File: src/logic/chip8_mem_pkg.sv
/* Memory and machine widths of the CHIP-8 core */
package chip8_mem_pkg;

  localparam int ADDR_W = 12;  // byte address into the 4 KB space
  localparam int DATA_W = 8;

  localparam int NUM_REGS  = 16;
  localparam int REG_IDX_W = 4;

endpackage

File: src/logic/chip8_isa_pkg.sv
/* CHIP-8 instruction set definitions shared by the fetch, queue and execute stages:
   the opcode word with its two decodes, class and ALU codes, and pc constants */
package chip8_isa_pkg;

  // nnn form used by jumps and calls
  typedef struct packed {
    logic [3:0]  cls;
    logic [11:0] target;
  } addr_view_t;

  // xy form; the low byte {y, fn} is the kk immediate
  typedef struct packed {
    logic [3:0] cls;
    logic [3:0] x;
    logic [3:0] y;
    logic [3:0] fn;
  } reg_view_t;

  typedef union packed {
    addr_view_t addr;
    reg_view_t  regs;
  } opcode_t;

  localparam logic [3:0] CLS_SYS     = 4'h0;  // 00E0 and 00EE
  localparam logic [3:0] CLS_JP      = 4'h1;
  localparam logic [3:0] CLS_CALL    = 4'h2;
  localparam logic [3:0] CLS_SE_IMM  = 4'h3;
  localparam logic [3:0] CLS_SNE_IMM = 4'h4;
  localparam logic [3:0] CLS_SE_REG  = 4'h5;
  localparam logic [3:0] CLS_LD_IMM  = 4'h6;
  localparam logic [3:0] CLS_ADD_IMM = 4'h7;
  localparam logic [3:0] CLS_ALU     = 4'h8;
  localparam logic [3:0] CLS_SNE_REG = 4'h9;
  localparam logic [3:0] CLS_JP_V0   = 4'hB;

  // function nibble of the 8xy group
  localparam logic [3:0] ALU_MOV  = 4'h0;
  localparam logic [3:0] ALU_OR   = 4'h1;
  localparam logic [3:0] ALU_AND  = 4'h2;
  localparam logic [3:0] ALU_XOR  = 4'h3;
  localparam logic [3:0] ALU_ADD  = 4'h4;
  localparam logic [3:0] ALU_SUB  = 4'h5;
  localparam logic [3:0] ALU_SHR  = 4'h6;
  localparam logic [3:0] ALU_SUBN = 4'h7;
  localparam logic [3:0] ALU_SHL  = 4'hE;

  localparam logic [11:0] START_PC    = 12'h200;
  localparam logic [11:0] INSTR_BYTES = 12'd2;
  localparam logic [15:0] RET_OPCODE  = 16'h00EE;
  localparam logic [3:0]  FLAG_REG    = 4'd15;  // VF

endpackage
File: src/logic/opcode_stream_if.sv
/* Opcode link between pipeline stages; an item moves on an edge where valid and
   take are both high */
`timescale 1ns/1ps

interface opcode_stream_if
  import chip8_isa_pkg::*, chip8_mem_pkg::*;
();

  logic              valid;
  opcode_t           opcode;
  logic [ADDR_W-1:0] pc;      // address of the opcode's high byte
  logic              take;

  modport source (
    output valid,
    output opcode,
    output pc,
    input  take
  );

  modport sink (
    input  valid,
    input  opcode,
    input  pc,
    output take
  );

endinterface

File: src/logic/chip8_core.sv
/* CHIP-8 core top level: fetch, opcode queue and execute stage joined to the byte
   memory port and the retire and write-back trace outputs */
`timescale 1ns/1ps

module chip8_core
  import chip8_mem_pkg::*;
#(
  parameter int QUEUE_DEPTH = 4,
  parameter int STACK_DEPTH = 16
) (
  input  logic                 clk,
  input  logic                 reset,
  output logic                 mem_read,
  output logic [ADDR_W-1:0]    mem_addr,
  input  logic [DATA_W-1:0]    mem_data,
  output logic                 retire,
  output logic [ADDR_W-1:0]    retire_pc,
  output logic                 wb_valid,
  output logic [REG_IDX_W-1:0] wb_index,
  output logic [DATA_W-1:0]    wb_data
);

  logic              redirect;
  logic [ADDR_W-1:0] redirect_pc;

  opcode_stream_if fetch_link ();
  opcode_stream_if issue_link ();

  opcode_fetch u_fetch (
    .clk         (clk),
    .reset       (reset),
    .mem_read    (mem_read),
    .mem_addr    (mem_addr),
    .mem_data    (mem_data),
    .redirect    (redirect),
    .redirect_pc (redirect_pc),
    .out         (fetch_link.source)
  );

  opcode_queue #(
    .QUEUE_DEPTH (QUEUE_DEPTH)
  ) u_queue (
    .clk      (clk),
    .reset    (reset),
    .redirect (redirect),
    .in       (fetch_link.sink),
    .out      (issue_link.source)
  );

  chip8_execute #(
    .STACK_DEPTH (STACK_DEPTH)
  ) u_execute (
    .clk         (clk),
    .reset       (reset),
    .in          (issue_link.sink),
    .redirect    (redirect),
    .redirect_pc (redirect_pc),
    .retire      (retire),
    .retire_pc   (retire_pc),
    .wb_valid    (wb_valid),
    .wb_index    (wb_index),
    .wb_data     (wb_data)
  );

endmodule

File: src/logic/chip8_execute.sv
/* Execute stage: holds V0-VF and the return stack, runs one popped opcode per
   cycle, redirects fetch on taken control flow and reports retire and write-back */
`timescale 1ns/1ps

module chip8_execute
  import chip8_isa_pkg::*, chip8_mem_pkg::*;
#(
  parameter int STACK_DEPTH = 16
) (
  input  logic                 clk,
  input  logic                 reset,
  opcode_stream_if.sink        in,
  output logic                 redirect,
  output logic [ADDR_W-1:0]    redirect_pc,
  output logic                 retire,
  output logic [ADDR_W-1:0]    retire_pc,
  output logic                 wb_valid,
  output logic [REG_IDX_W-1:0] wb_index,
  output logic [DATA_W-1:0]    wb_data
);

  localparam int SP_W = $clog2(STACK_DEPTH);

  logic [DATA_W-1:0] v_reg [NUM_REGS];
  logic [ADDR_W-1:0] stack_mem [STACK_DEPTH];
  logic [SP_W-1:0]   sp;
  logic [SP_W-1:0]   sp_top;
  logic              flag_pend;  // VF write-back owed from the last 8xy
  logic              flag_val;

  opcode_t              op;
  logic                 pop;
  logic [DATA_W-1:0]    vx;
  logic [DATA_W-1:0]    vy;
  logic [DATA_W-1:0]    kk;
  logic [DATA_W:0]      sum_xy;
  logic [DATA_W:0]      diff_xy;
  logic [DATA_W:0]      diff_yx;
  logic [DATA_W-1:0]    alu_res;
  logic                 alu_flag;
  logic                 alu_sets_flag;
  logic                 alu_writes;
  logic [ADDR_W-1:0]    seq_pc;
  logic [ADDR_W-1:0]    skip_pc;
  logic [ADDR_W-1:0]    target;
  logic                 jump;
  logic                 push_ret;
  logic                 pop_ret;
  logic                 wr_en;
  logic                 flag_en;
  logic [DATA_W-1:0]    wr_val;
  logic                 rf_we;
  logic [REG_IDX_W-1:0] rf_idx;
  logic [DATA_W-1:0]    rf_data;

  assign op      = in.opcode;
  assign in.take = ~redirect & ~flag_pend;
  assign pop     = in.valid & in.take;

  assign vx      = v_reg[op.regs.x];
  assign vy      = v_reg[op.regs.y];
  assign kk      = {op.regs.y, op.regs.fn};
  assign sum_xy  = {1'b0, vx} + {1'b0, vy};
  assign diff_xy = {1'b0, vx} - {1'b0, vy};  // msb set on borrow
  assign diff_yx = {1'b0, vy} - {1'b0, vx};
  assign sp_top  = sp - 1'b1;
  assign seq_pc  = in.pc + INSTR_BYTES;
  assign skip_pc = seq_pc + INSTR_BYTES;

  always_comb begin
    alu_res       = vx;
    alu_flag      = 1'b0;
    alu_sets_flag = 1'b1;
    alu_writes    = 1'b1;
    case (op.regs.fn)
      ALU_MOV: begin
        alu_res       = vy;
        alu_sets_flag = 1'b0;
      end
      ALU_OR: begin
        alu_res       = vx | vy;
        alu_sets_flag = 1'b0;
      end
      ALU_AND: begin
        alu_res       = vx & vy;
        alu_sets_flag = 1'b0;
      end
      ALU_XOR: begin
        alu_res       = vx ^ vy;
        alu_sets_flag = 1'b0;
      end
      ALU_ADD: begin
        alu_res  = sum_xy[DATA_W-1:0];
        alu_flag = sum_xy[DATA_W];  // carry
      end
      ALU_SUB: begin
        alu_res  = diff_xy[DATA_W-1:0];
        alu_flag = ~diff_xy[DATA_W];  // not borrow
      end
      ALU_SHR: begin
        alu_res  = vx >> 1;
        alu_flag = vx[0];
      end
      ALU_SUBN: begin
        alu_res  = diff_yx[DATA_W-1:0];
        alu_flag = ~diff_yx[DATA_W];
      end
      ALU_SHL: begin
        alu_res  = vx << 1;
        alu_flag = vx[DATA_W-1];
      end
      default: begin
        alu_writes    = 1'b0;
        alu_sets_flag = 1'b0;
      end
    endcase
  end

  always_comb begin
    jump     = 1'b0;
    target   = seq_pc;
    push_ret = 1'b0;
    pop_ret  = 1'b0;
    wr_en    = 1'b0;
    wr_val   = alu_res;
    flag_en  = 1'b0;
    case (op.addr.cls)
      CLS_SYS: begin
        if (op == RET_OPCODE) begin
          jump    = 1'b1;
          target  = stack_mem[sp_top];
          pop_ret = 1'b1;
        end
      end
      CLS_JP: begin
        jump   = 1'b1;
        target = op.addr.target;
      end
      CLS_CALL: begin
        jump     = 1'b1;
        target   = op.addr.target;
        push_ret = 1'b1;
      end
      CLS_SE_IMM:  jump = vx == kk;
      CLS_SNE_IMM: jump = vx != kk;
      CLS_SE_REG:  jump = (op.regs.fn == 4'h0) && (vx == vy);
      CLS_SNE_REG: jump = (op.regs.fn == 4'h0) && (vx != vy);
      CLS_LD_IMM: begin
        wr_en  = 1'b1;
        wr_val = kk;
      end
      CLS_ADD_IMM: begin
        wr_en  = 1'b1;
        wr_val = vx + kk;  // wraps, VF untouched
      end
      CLS_ALU: begin
        wr_en   = alu_writes;
        flag_en = alu_sets_flag;
      end
      CLS_JP_V0: begin
        jump   = 1'b1;
        target = op.addr.target + {{(ADDR_W - DATA_W){1'b0}}, v_reg[0]};
      end
      default: ;  // unknown opcodes retire as no-ops
    endcase
    if (op.addr.cls inside {CLS_SE_IMM, CLS_SNE_IMM, CLS_SE_REG, CLS_SNE_REG}) begin
      target = skip_pc;
    end
  end

  // the VF write lands one cycle after the result, so VF wins when x is F
  assign rf_we   = flag_pend | (pop & wr_en);
  assign rf_idx  = flag_pend ? FLAG_REG : op.regs.x;
  assign rf_data = flag_pend ? {{(DATA_W - 1){1'b0}}, flag_val} : wr_val;

  always_ff @(posedge clk or posedge reset) begin
    if (reset) begin
      redirect  <= 1'b0;
      retire    <= 1'b0;
      wb_valid  <= 1'b0;
      flag_pend <= 1'b0;
      sp        <= '0;
      for (int i = 0; i < NUM_REGS; i++) begin
        v_reg[i] <= '0;
      end
    end else begin
      redirect  <= pop & jump;
      retire    <= pop;
      wb_valid  <= rf_we;
      flag_pend <= pop & flag_en;
      if (rf_we) begin
        v_reg[rf_idx] <= rf_data;
      end
      if (pop && push_ret) begin
        sp <= sp + 1'b1;
      end else if (pop && pop_ret) begin
        sp <= sp_top;
      end
    end
  end

  always_ff @(posedge clk) begin
    if (pop) begin
      retire_pc   <= in.pc;
      redirect_pc <= target;
      flag_val    <= alu_flag;
    end
    if (pop && push_ret) begin
      stack_mem[sp] <= seq_pc;  // return address
    end
    if (rf_we) begin
      wb_index <= rf_idx;
      wb_data  <= rf_data;
    end
  end

endmodule

File: src/logic/opcode_queue.sv
/* Circular FIFO of fetched opcodes and their addresses between fetch and execute;
   a redirect empties it */
`timescale 1ns/1ps

module opcode_queue
  import chip8_isa_pkg::*, chip8_mem_pkg::*;
#(
  parameter int QUEUE_DEPTH = 4
) (
  input  logic            clk,
  input  logic            reset,
  input  logic            redirect,
  opcode_stream_if.sink   in,
  opcode_stream_if.source out
);

  localparam int PTR_W = $clog2(QUEUE_DEPTH);
  localparam int CNT_W = $clog2(QUEUE_DEPTH + 1);
  localparam logic [PTR_W-1:0] LAST = PTR_W'(QUEUE_DEPTH - 1);

  opcode_t           op_mem [QUEUE_DEPTH];
  logic [ADDR_W-1:0] pc_mem [QUEUE_DEPTH];
  logic [PTR_W-1:0]  wr_ptr;
  logic [PTR_W-1:0]  rd_ptr;
  logic [CNT_W-1:0]  count;
  logic              push;
  logic              pop;

  assign in.take    = count != CNT_W'(QUEUE_DEPTH);  // not full
  assign out.valid  = count != '0;
  assign out.opcode = op_mem[rd_ptr];
  assign out.pc     = pc_mem[rd_ptr];

  assign push = in.valid & in.take & ~redirect;
  assign pop  = out.valid & out.take & ~redirect;

  always_ff @(posedge clk or posedge reset) begin
    if (reset) begin
      wr_ptr <= '0;
      rd_ptr <= '0;
      count  <= '0;
    end else if (redirect) begin
      wr_ptr <= '0;
      rd_ptr <= '0;
      count  <= '0;
    end else begin
      if (push) begin
        wr_ptr <= (wr_ptr == LAST) ? '0 : wr_ptr + 1'b1;
      end
      if (pop) begin
        rd_ptr <= (rd_ptr == LAST) ? '0 : rd_ptr + 1'b1;
      end
      case ({push, pop})
        2'b10:   count <= count + 1'b1;
        2'b01:   count <= count - 1'b1;
        default: count <= count;
      endcase
    end
  end

  always_ff @(posedge clk) begin
    if (push) begin
      op_mem[wr_ptr] <= in.opcode;
      pc_mem[wr_ptr] <= in.pc;
    end
  end

endmodule

File: src/logic/opcode_fetch.sv
/* Fetch stage: reads the high then the low opcode byte from memory and hands the
   assembled opcode with its pc to the queue; reloads on redirect */
`timescale 1ns/1ps

module opcode_fetch
  import chip8_isa_pkg::*, chip8_mem_pkg::*;
(
  input  logic              clk,
  input  logic              reset,
  output logic              mem_read,
  output logic [ADDR_W-1:0] mem_addr,
  input  logic [DATA_W-1:0] mem_data,
  input  logic              redirect,
  input  logic [ADDR_W-1:0] redirect_pc,
  opcode_stream_if.source   out
);

  logic [ADDR_W-1:0] fetch_ptr;  // pc of the opcode being assembled
  logic              rd_lo;      // current read is the low byte
  logic              data_vld;
  logic              data_lo;
  logic [DATA_W-1:0] hi_byte;
  logic              slot_busy;
  logic              idle;
  logic              cap_hi;
  logic              cap_lo;

  assign slot_busy = out.valid & ~out.take;
  assign cap_hi    = data_vld & ~data_lo & ~redirect;
  assign cap_lo    = data_vld & data_lo & ~redirect;

  // next opcode only starts once nothing is in flight and the output slot drains
  assign idle = ~mem_read & ~data_vld & ~slot_busy;

  always_ff @(posedge clk or posedge reset) begin
    if (reset) begin
      mem_read  <= 1'b0;
      mem_addr  <= START_PC;
      fetch_ptr <= START_PC;
      rd_lo     <= 1'b0;
      data_vld  <= 1'b0;
      data_lo   <= 1'b0;
      out.valid <= 1'b0;
    end else begin
      data_vld <= mem_read & ~redirect;  // squash the byte still in memory
      data_lo  <= rd_lo;
      mem_read <= 1'b0;
      if (redirect) begin
        mem_read  <= 1'b1;
        mem_addr  <= redirect_pc;
        rd_lo     <= 1'b0;
        fetch_ptr <= redirect_pc;
        out.valid <= 1'b0;
      end else begin
        if (cap_lo) begin
          out.valid <= 1'b1;
          fetch_ptr <= fetch_ptr + INSTR_BYTES;
        end else if (out.take) begin
          out.valid <= 1'b0;
        end
        if (mem_read && !rd_lo) begin
          mem_read <= 1'b1;  // low byte right behind the high byte
          mem_addr <= mem_addr + 1'b1;
          rd_lo    <= 1'b1;
        end else if (idle) begin
          mem_read <= 1'b1;
          mem_addr <= fetch_ptr;
          rd_lo    <= 1'b0;
        end
      end
    end
  end

  always_ff @(posedge clk) begin
    if (cap_hi) begin
      hi_byte <= mem_data;
    end
    if (cap_lo) begin
      out.opcode <= opcode_t'({hi_byte, mem_data});  // big-endian, high byte at pc
      out.pc     <= fetch_ptr;
    end
  end

endmodule

File: config.mk
export PLATFORM = sky130hd
export DESIGN_NAME = chip8_core
export DESIGN_NICKNAME = d
export VERILOG_FILES = /design/src/logic/chip8_mem_pkg.sv /design/src/logic/chip8_isa_pkg.sv /design/src/logic/opcode_stream_if.sv /design/src/logic/chip8_core.sv /design/src/logic/chip8_execute.sv /design/src/logic/opcode_queue.sv /design/src/logic/opcode_fetch.sv
export SDC_FILE = /design/constraint.sdc
export NUM_CORES = 1
export LEC_CHECK = 0
export BUFFER_PORTS_ARGS = -buffer_cell sky130_fd_sc_hd__buf_2
export CORE_ASPECT_RATIO = 1.2
export CORE_MARGIN = 2
export CORE_UTILIZATION = 37
export DETAILED_ROUTE_END_ITERATION = 10
export PLACE_DENSITY_LB_ADDON = 0.3
export SYNTH_ARGS = -nofsm -noshare
export SYNTH_HDL_FRONTEND = slang
export SYNTH_SLANG_ARGS = --single-unit
File: constraint.sdc
create_clock -name clk -period 15.3 [get_ports clk]
set_clock_uncertainty 0.15 [all_clocks]
set_input_delay 0.765 -clock clk [delete_from_list [all_inputs] [get_ports clk]]
set_output_delay 0.765 -clock clk [all_outputs]
set_load 0.01 [all_outputs]
==> results of run 1 <==
-- synth_stat cells (all sizes together), types with 3 or more instances --
cell / number / area share [%]
o21bai: 8 / 0.22
dfrtp: 170 / 16
a211oi: 12 / 0.33
nand4: 13 / 0.30
o2111ai: 6 / 0.24
mux2: 64 / 2.7
o32ai: 4 / 0.20
nand3: 51 / 0.94
nand2b: 7 / 0.16
o21ai: 161 / 3.2
a21o: 6 / 0.17
a221o: 3 / 0.11
and2: 23 / 0.53
a31oi: 10 / 0.23
a22oi: 30 / 0.83
nor2b: 24 / 0.58
clkbuf: 55 / 0.77
edfxtp: 377 / 42
nand2: 197 / 2.7
xnor2: 29 / 0.94
or3: 3 / 0.069
and3: 20 / 0.46
ha: 63 / 2.9
a221oi: 11 / 0.36
a311oi: 5 / 0.16
o22ai: 9 / 0.21
nor3: 30 / 0.63
o211ai: 17 / 0.49
a2111oi: 5 / 0.32
nor3b: 3 / 0.083
o21a: 7 / 0.19
or2: 5 / 0.12
o31ai: 20 / 0.56
nor2: 112 / 1.6
a21oi: 80 / 1.5
nor4: 6 / 0.19
mux4: 114 / 9.7
fa: 6 / 0.44
xor2: 17 / 0.55
mux2i: 89 / 3.3
buf: 56 / 1.5
inv: 64 / 0.89
-- area by class of cell --
cell class | count | area, sq um | area share, %
flip-flops and latches | 549 | 15600 | 52.3
clock inverters | 26 | 300 | 1.00
inverters | 64 | 248 | 0.828
well taps | 935 | 1170 | 3.91
repair buffers | 85 | 518 | 1.73
clock buffers | 72 | 1470 | 4.91
multi-input cells | 1290 | 10600 | 35.4
-- worst max-delay path, delay by kind of cell, from the launching register on --
family / cells / cell delay [ps]
AO/OA/AOI/OAI: 7 / 1590
flip-flops: 1 / 500
adder cells (fa/ha/maj): 2 / 710
multiplexers: 2 / 930
AND/OR/NAND/NOR: 4 / 1640
buffers and inverters: 3 / 920
-- stage by stage --
step	setup WS (ps)	cells	instance area [sq um]
finish	8690	3021	29900
global route	8310	3021	29900
CTS	8700	3021	29900
detailed placement	8780	2923	28100
global placement	8860	2923	28100
floorplan	9730	2014	27000
-- metal layers --
metal	part of all wire, %	global-route usage (%)	routed length [microns]
met5	0	0	0
met4	3.4	6.87	2430
met3	4.7	2.16	3380
met2	49	32.3	35100
met1	43	25.0	30300
-- cells by family (layout without fill, tap and decap cells) --
kind of cell               count (synthesis)  in the layout  share of synthesized area, %
muxes                                    267            267                          15.7
buffers and inverters                    175            247                          3.17
xor gates and xnor gates                  46             46                          1.49
AOI/OAI and AO/OA                        408            408                          9.81
DFF                                      549            549                          57.8
and+or+nand+nor                          500            500                          8.59
adders and majority gates                 69             69                          3.36
-- final timing paths --
| check | from | cells past startpoint | end |
|---|---|---|---|
| setup / recovery | u_queue.rd_ptr[0] | 18 | u_execute.v_reg[14] |
| hold / removal | reset | 2 | u_execute.v_reg[49] |
| setup reg to reg | u_queue.rd_ptr[0] | 18 | u_execute.v_reg[14] |
| hold reg to reg | u_fetch.rd_lo | 0 | u_fetch.data_lo |
| max in group asynchronous | reset | 3 | u_execute.sp[0] |
| min in group clk | mem_data[2] | 1 | u_fetch.hi_byte[2] |
==> impl_results.md, run 1 <==
- Worst-Margin Slew: 1220 ps
- Worst min-delay path class: in2async
- DIE HEIGHT: 300 microns
- Die width: around 250 microns
- Status: complete, no violations
- Max Freq: roughly 0.15 GHz
- FF+latch count, synth: 549
- Final Hold Fails: 0
- CP Data Arrival Time: 6950 ps
- Max stage delay cell, worst path: nor2b_1
- CP Class: reg2reg
- Number of global-route vias before repair: 17464
- Clk Latency, worst-skew pair: between 600 and 700 ps
- Final setup fails: 0
- Drt drc: 0
- Final hold slack: 154 ps
- Fin crit share: a little over two fifths
- Total routed wirelength: 71300 microns
- Routed Antenna Nets: 0
- Most frequent cells in the layout: edfxtp_1 (377), nand2_1 (196), dfrtp_1 (168), o21ai_0 (134), nor2_1 (109)
- H-tree levels: 2
- Max Transition Viols Final: 0
- Antenna cells: 0
- Share of cells above drive strength 1: 18.3%
- Max-cap violation count: 0
- Syn Inst Count: approximately 2000
- Clock buffer depth: 3
- Max reg flops: around 190
- DRT iter0 DRCs: between 1500 and 2000
- Initial antenna violation count: 0
- Ys Warns: 0
- Via count: 17161
- RSZ-0062 raised after global routing: false
- FF-to-FF setup slack: 8690 ps
- Largest net degree at the start of global routing: 114
- CP Launch Type: flop
- Die area: 0.0752 sq mm
- Vias/cell: ~5.7
- Detailed Place HPWL: 48200 microns
- Placer Congestion: between 0.9 and 1
- GRT Util Overall: a little under a fifth
- Critical Path RT: 15640 ps
- Cts bufs inserted: 52
- Crit-path cells: buf_4 -> mux4_2 -> buf_4 -> nor2b_1 -> a22oi_1 -> nand2_1 -> inv_1 -> ha_1 -> fa_1 -> o21bai_1 -> a21oi_1 -> nor2_1 -> mux2_2 -> o32ai_1 -> a2111oi_0 -> o211ai_1 -> nand2_1 -> o31ai_1
- FFs w/ async S/R, synth: 31.3%
- Synth Net Count: around 2100
- NumNets Final: 2121
- Commonest non-fill, non-tap cell in the layout: edfxtp_1
- CTS resizes: 0
- Rel. slew slack: 18.8%
- Fillcell total: 6541
- Initial Util: 37.4%
- Post-CTS Setup Bufs: 0
- Post-synth EDFFs: between 300 and 400
- Ys flop type: edfxtp_1
- Post-Syn Area: roughly 0.027 sq mm
- Hold Buf Count CTS: 0
- Routed wire length per instance: ~24 microns
- Crit path max fanout: 32
- Pre-Repair DR Iteration Count: 7
- Core footprint: 0.0723 sq mm
- Clk root buf: clkbuf_16
- TNS Setup: 0 ps
- Gr ovfl total: 0
- Sink Count: 549
- Sequential area share after synthesis: 57.8%
- Clock transition at path regs: 70 ps
- Synth cell types: 83
- Row Count: 108
- Critical Path Max Stage Delay: 660 ps
- Setup crit end kind: flop
- Min cycle time layout: 6610 ps
- First-pass GRT wire length: 109000 microns
- Area added between synthesis and finish: 10.7%
- Post-Route Utilization: 41.4%
- I/O Buffers: 48
- # IOs: 49
- CTS tree: yes
- Syn Area/Cell: 13.4 sq um
Power of run 1 is not shown: default switching activity piles up to over one toggle a cycle in this logic, so the estimate is an artifact.
==> run 2: changes to the inputs <==
ABC_AREA = 1   (was unset)
clock period = 5.61 ns   (was 15.3 ns; I/O delays follow)
==> run 2 against run 1 <==
Net effect:
- utilization rose by 0.57 points
- largest cell class unchanged
- count of clock-buffer cells in the layout fell by 2
- global-route usage grew 3.2 points
==> impl_results.md, run 2 <==
- Status: complete, no violations (unchanged)
- Ys Warns: 0 (unchanged)
- Placer Congestion: 0.955 (was 0.921)
- Non-Filler Instances: 4352 (was 3021)
- Core footprint: 0.0760 sq mm (was 0.0723 sq mm)
- I/O Buffers: 48 (unchanged)
- Total routed wirelength: 88700 microns (was 71300 microns)
- Number of global-route vias before repair: 22434 (was 17464)
- CP Launch Type: flop (unchanged)
- FF+latch count, synth: 549 (unchanged)
- Post-synth EDFFs: 377 (unchanged)
- Clk root buf: clkbuf_16 (unchanged)
- Clk Latency, worst-skew pair: 660 ps (was 640 ps)
- CP endpoint: u_execute.v_reg[67] (was u_execute.v_reg[14])
- H-tree levels: 2 (unchanged)
- Critical Path Max Stage Delay: 670 ps (was 660 ps)
- Antenna cells: 0 (unchanged)
- Share of cells above drive strength 1: 8.94% (was 18.3%)
- Top-count cell post-synth: nand2_1 (was edfxtp_1)
- Syn Inst Count: 3221 (was 2014)
- Worst min-delay path class: in2async (unchanged)
- NumNets Final: 3368 (was 2121)
- RSZ-0062 raised after global routing: false (unchanged)
- R2R Path End: u_execute.v_reg[67] (was u_execute.v_reg[14])
- FFs w/ async S/R, synth: 31.3% (unchanged)
- Critical Path RT: 5970 ps (was 15640 ps)
- CP Launch Point: u_queue.rd_ptr[1] (was u_queue.rd_ptr[0])
- Top post-synthesis cells by area: edfxtp_1 (40%), dfrtp_1 (15%), nand2_1 (15%), nand3_1 (9.5%), ha_1 (2.8%) (was edfxtp_1 (42%), dfrtp_1 (16%), mux4_2 (8.1%), mux2i_1 (3.3%), ha_1 (2.9%))
- Row Count: 111 (was 108)
- CP Data Arrival Time: 5740 ps (was 6950 ps)
- GRT Util Overall: 22.1% (was 18.9%)
- Ys flop type: edfxtp_1 (unchanged)
- Final Hold Fails: 0 (unchanged)
- Routed wire length per instance: 20.4 microns (was 23.6 microns)
- Cell Count Post-Placement: 4239 (was 2923)
- First-pass GRT wire length: 135000 microns (was 109000 microns)
- Setup crit end kind: flop (unchanged)
- Die width: 256 microns (was 251 microns)
- DIE HEIGHT: 307 microns (was 300 microns)
- Routed Antenna Nets: 0 (unchanged)
- Crit path max fanout: 12 (was 32)
- Final hold slack: 189 ps (was 154 ps)
- Die area: 0.0786 sq mm (was 0.0752 sq mm)
- Drt drc: 0 (unchanged)
- CP Class: reg2reg (unchanged)
- Worst Reg2Reg Path Length in Cells: 25 (was 18)
- TNS Setup: 0 ps (unchanged)
- Clock buffer depth: 3 (unchanged)
- Max-cap violation count: 0 (unchanged)
- CTS tree: yes (unchanged)
- Max reg flops: 192 (unchanged)
- Post-Syn Area: 0.0282 sq mm (was 0.0270 sq mm)
- Final setup fails: 0 (unchanged)
- Sequential area share after synthesis: 55.3% (was 57.8%)
- Synth cell types: 55 (was 83)
- Gr ovfl total: 0 (unchanged)
- Min cycle time layout: 5380 ps (was 6610 ps)
- Rel. slew slack: 33.8% (was 18.8%)
- Cts bufs inserted: 56 (was 52)
- Commonest non-fill, non-tap cell in the layout: nand2_1 (was edfxtp_1)
- CTS resizes: 0 (unchanged)
- Max Transition Viols Final: 0 (unchanged)
- # IOs: 49 (unchanged)
- Most frequent cells in the layout: nand2_1 (1103), nand3_1 (536), edfxtp_1 (377), inv_1 (184) (was edfxtp_1 (377), nand2_1 (196), dfrtp_1 (168), o21ai_0 (134), nor2_1 (109))
- Sink Count: 549 (unchanged)
- Max Freq: 0.186 GHz (was 0.151 GHz)
- Clock transition at path regs: 60 ps (was 70 ps)
- Detailed Place HPWL: 58800 microns (was 48200 microns)
- Syn Area/Cell: 8.77 sq um (was 13.4 sq um)
- Post-CTS Setup Bufs: 0 (unchanged)
- Initial antenna violation count: 0 (unchanged)
- Worst-Margin Slew: 991 ps (was 1220 ps)
- Leading area contributor after synthesis: edfxtp_1 (unchanged)
- Area added between synthesis and finish: 12.8% (was 10.7%)
- Most common cell on crit path: nand2_1
- List of most frequent post-synthesis cells: nand2_1 (1103), nand3_1 (536), edfxtp_1 (377), inv_1 (185), nor2_1 (173) (was edfxtp_1 (377), nand2_1 (196), dfrtp_1 (170), o21ai_0 (135), nor2_1 (110))
- Largest net degree at the start of global routing: 106 (was 114)
- Hold Buf Count CTS: 9 (was 0)
- Vias/cell: 5.41 (was 5.68)
- DRT iter0 DRCs: 2435 (was 1534)
- Yosys top cell area share: 40.1% (was 41.9%)
- Initial Util: 37.2% (was 37.4%)
- FF-to-FF setup slack: 230 ps (was 8690 ps)
- Fin crit share: 95.9% (was 43.2%)
- Via count: 23555 (was 17161)
- Pre-Repair DR Iteration Count: 6 (was 7)
- FF-to-FF Start: u_queue.rd_ptr[1] (was u_queue.rd_ptr[0])
- Synth Net Count: 3300 (was 2093)
- Max stage delay cell, worst path: nor2_2 (was nor2b_1)
run 2: cell types whose count changed after synthesis, sizes merged, moves of 21 or more:
cell,before,now
a21oi,80,133
and2,23,1
inv,64,205
mux2,64,0
mux2i,89,0
mux4,114,0
nand2,197,1110
nand3,51,542
nor2,112,192
nor2b,24,0
o21ai,161,83
xnor2,29,8
run 2: area by class of cell:
cell class	instances	area, sq um
repair buffers	146	1060
well taps	1017	1270
multi-input cells	2326	11200
clock inverters	34	408
clock buffers	70	1480
fillers	7494	44100
inverters	210	798
flip-flops and latches	549	15600
run 2: per-stage QoR:
step           area, sq um  setup slack [ps]  util [%]
3_5_place_dp         29900               432      39.3
4_1_cts              31900               403      42.0
2_1_floorplan        28200               523         -
3_3_place_gp         29900               497      39.3
6_report             31900               229      42.0
5_1_grt              31900              13.8      42.0
run 2: cell families after synthesis:
family	count (synthesis)	share of synthesized area, %
adders and majority gates	69	3.22
DFF	549	55.3
AOI/OAI and AO/OA	332	7.03
and+or+nand+nor	1898	28.5
xor gates and xnor gates	27	0.837
buffers and inverters	346	5.07
run 2: worst max-delay path, delay by kind of cell (launching register included):
kind	cells	cell delay [ps]
xor gates and xnor gates	1	160
and+or+nand+nor	14	2350
AOI/OAI and AO/OA	3	430
DFF	1	510
adders and majority gates	1	520
buffers and inverters	6	1110
run 2: worst min path at each step:
| stage | endpoint | from | slack [ps] |
|---|---|---|---|
| after floorplan | u_fetch.data_lo | u_fetch.rd_lo | 230 |
| after global placement | u_fetch.data_lo | u_fetch.rd_lo | 250 |
| after detailed placement | u_fetch.data_lo | u_fetch.rd_lo | 250 |
| after CTS | u_fetch.hi_byte[7] | mem_data[7] | 190 |
| after global routing | u_fetch.hi_byte[7] | mem_data[7] | 210 |
| final | u_execute.v_reg[52] | reset | 190 |
run 2: per-layer routing:
metal / part of all wire (%) / GRT usage, % / vias to the layer above
met1: 41 / 29.0 / 11321
met5: 0 / 0 / -
met4: 3.9 / 8.99 / 0
met2: 48 / 37.2 / 1002
li1: - / - / 11037
met3: 7.1 / 2.74 / 195
Power of run 2 is left out for the same reason.
==> run 3: changes to the inputs <==
CORE_ASPECT_RATIO = 0.9   (was 1.2)
==> run 3 against run 2 <==
Net effect:
- cell count grew 0.14%
- sequential share of layout area shrank 0.090 points
- non-clock buffer count shrank 10
- worst hold slack lost 53 ps
- critical endpoint is now u_execute.v_reg[110]
==> impl_results.md, run 3 (same netlist as run 2, synthesis figures left out) <==
- Die width: 295 microns (was 256 microns)
- Max-cap violation count: 0 (unchanged)
- H-tree levels: 2 (unchanged)
- Final hold slack: 136 ps (was 189 ps)
- Placer Congestion: 0.937 (was 0.955)
- Area added between synthesis and finish: 13.0% (was 12.8%)
- DIE HEIGHT: 266 microns (was 307 microns)
- Max Transition Viols Final: 0 (unchanged)
- Drt drc: 0 (unchanged)
- CP Data Arrival Time: 5520 ps (was 5740 ps)
- Most common cell on crit path: nand2_1 (unchanged)
- Most frequent cells in the layout: nand2_1 (1101), nand3_1 (536), edfxtp_1 (377), inv_1 (184) (was nand2_1 (1103), nand3_1 (536), edfxtp_1 (377), inv_1 (184))
- # IOs: 49 (unchanged)
- Via count: 23501 (was 23555)
- Min cycle time layout: 5190 ps (was 5380 ps)
- Clock transition at path regs: 60 ps (about the same)
- Largest net degree at the start of global routing: 115 (was 106)
- Number of global-route vias before repair: 21914 (was 22434)
- CP Launch Type: flop (unchanged)
- Max reg flops: 192 (unchanged)
- Share of cells above drive strength 1: 8.89% (was 8.94%)
- Cts bufs inserted: 59 (was 56)
- I/O Buffers: 48 (unchanged)
- Initial Util: 37.2% (about the same)
- Final Hold Fails: 0 (unchanged)
- NumNets Final: 3361 (was 3368)
- Detailed Place HPWL: 59800 microns (was 58800 microns)
- Critical Path Max Stage Delay: 480 ps (was 670 ps)
- Post-DP Area: 0.0299 sq mm (about the same)
- Clk Latency, worst-skew pair: 670 ps (was 660 ps)
- Design area: 0.0319 sq mm (about the same)
- CTS tree: yes (unchanged)
- Critical Path RT: 5940 ps (was 5970 ps)
- Gr ovfl total: 0 (unchanged)
- GRT Util Overall: 22.5% (was 22.1%)
- Core footprint: 0.0759 sq mm (was 0.0760 sq mm)
- Max stage delay cell, worst path: ha_1 (was nor2_2)
- Clk root buf: clkbuf_16 (unchanged)
- DRT iter0 DRCs: 2940 (was 2435)
- Clock buffer depth: 3 (unchanged)
- Routed Antenna Nets: 0 (unchanged)
- Final setup fails: 0 (unchanged)
- Rel. slew slack: 30.4% (was 33.8%)
- Worst-Margin Slew: 1040 ps (was 991 ps)
- Setup Slack @ Placement: 369 ps (was 432 ps)
- Status: complete, no violations (unchanged)
- Sink Count: 549 (unchanged)
- Commonest non-fill, non-tap cell in the layout: nand2_1 (unchanged)
- Die area: 0.0786 sq mm (about the same)
- Initial antenna violation count: 2 (was 0)
- Crit-path cells: buf_4 -> nand3_1 -> nand2_1 -> inv_1 -> buf_4 -> nand3_1 -> nand3_1 -> nand2_1 -> inv_1 -> ha_1 -> inv_1 -> a21oi_1 -> nand4_1 -> nand2_1 -> nor2_1 -> nor2_1 -> nand2_1 -> nor2_1 -> nand2_1 -> o21ai_1 -> nand2_2 -> nand3_1 -> nand2_1
- Total routed wirelength: 88600 microns (was 88700 microns)
- RSZ-0062 raised after global routing: false (unchanged)
- Setup crit end kind: flop (unchanged)
- Setup ws final: 424 ps (was 229 ps)
- Max Freq: 0.193 GHz (was 0.186 GHz)
- Antenna cells: 0 (unchanged)
- Pre-Repair DR Iteration Count: 6 (unchanged)
- Row Count: 96 (was 111)
- Worst min-delay path class: in2async (unchanged)
- Vias/cell: 5.39 (was 5.41)
- TNS Setup: 0 ps (unchanged)
- Routed wire length per instance: 20.3 microns (was 20.4 microns)
- Fin crit share: 92.4% (was 95.9%)
- Crit path max fanout: 26 (was 12)
- CP Class: reg2reg (unchanged)
- First-pass GRT wire length: 136000 microns (was 135000 microns)
==> run 3: critical path, delay by kind of cell, from the launching register on <==
family                   cells  cell delay [ps]
AND/OR/NAND/NOR             15             2210
buffers and inverters        5             1210
AO/OA/AOI/OAI                2              490
adder cells (fa/ha/maj)      1              480
flip-flops                   1              470
==> run 3: worst paths after layout <==
check / start / to / slack, ps / cells after the start
setup reg to reg: u_queue.rd_ptr[1] / u_execute.v_reg[110] / 420 / 23
max in group asynchronous: reset / u_execute.v_reg[4] / 3710 / 4
min in group clk: mem_data[2] / u_fetch.hi_byte[2] / 220 / 2
hold / removal: reset / u_execute.retire / 140 / 3
setup / recovery: u_queue.rd_ptr[1] / u_execute.v_reg[110] / 420 / 23
hold reg to reg: u_fetch.rd_lo / u_fetch.data_lo / 250 / 0
==> run 3: per-stage QoR <==
step | util (%) | std cells
detailed placement | 39.3 | 4241
CTS | 42.0 | 4358
global placement | 39.3 | 4241
floorplan | - | 3221
finish | 42.1 | 4358
global route | 42.1 | 4358
==> run 3: final cells by class <==
cell class | count | area [sq um]
fillers | 7531 | 44000
flip-flops and latches | 549 | 15600
multi-input cells | 2326 | 11200
clock buffers | 80 | 1660
well taps | 1029 | 1290
repair buffers | 136 | 1010
inverters | 210 | 798
clock inverters | 28 | 320
==> run 3: routing by layer <==
metal	routed length (microns)	vias to the layer above	track usage [%]	part of all wire [%]
met5	34	-	0	0.038
met4	2240	4	6.43	2.5
met3	6750	142	2.85	7.6
met2	39400	1027	34.2	44
met1	40200	11282	33.4	45
li1	-	11046	-	-
==> run 3: repair_timing <==
| action | CTS | global route |
|---|---|---|
| setup buffers | 0 | 0 |
| hold buffers | 9 | 0 |
| hold endpoints to repair | 127 | 0 |
| endpoints found under the setup margin | 0 | 28 |
| gates resized for setup | 0 | 3 |
Power of run 3 is left out for the same reason.
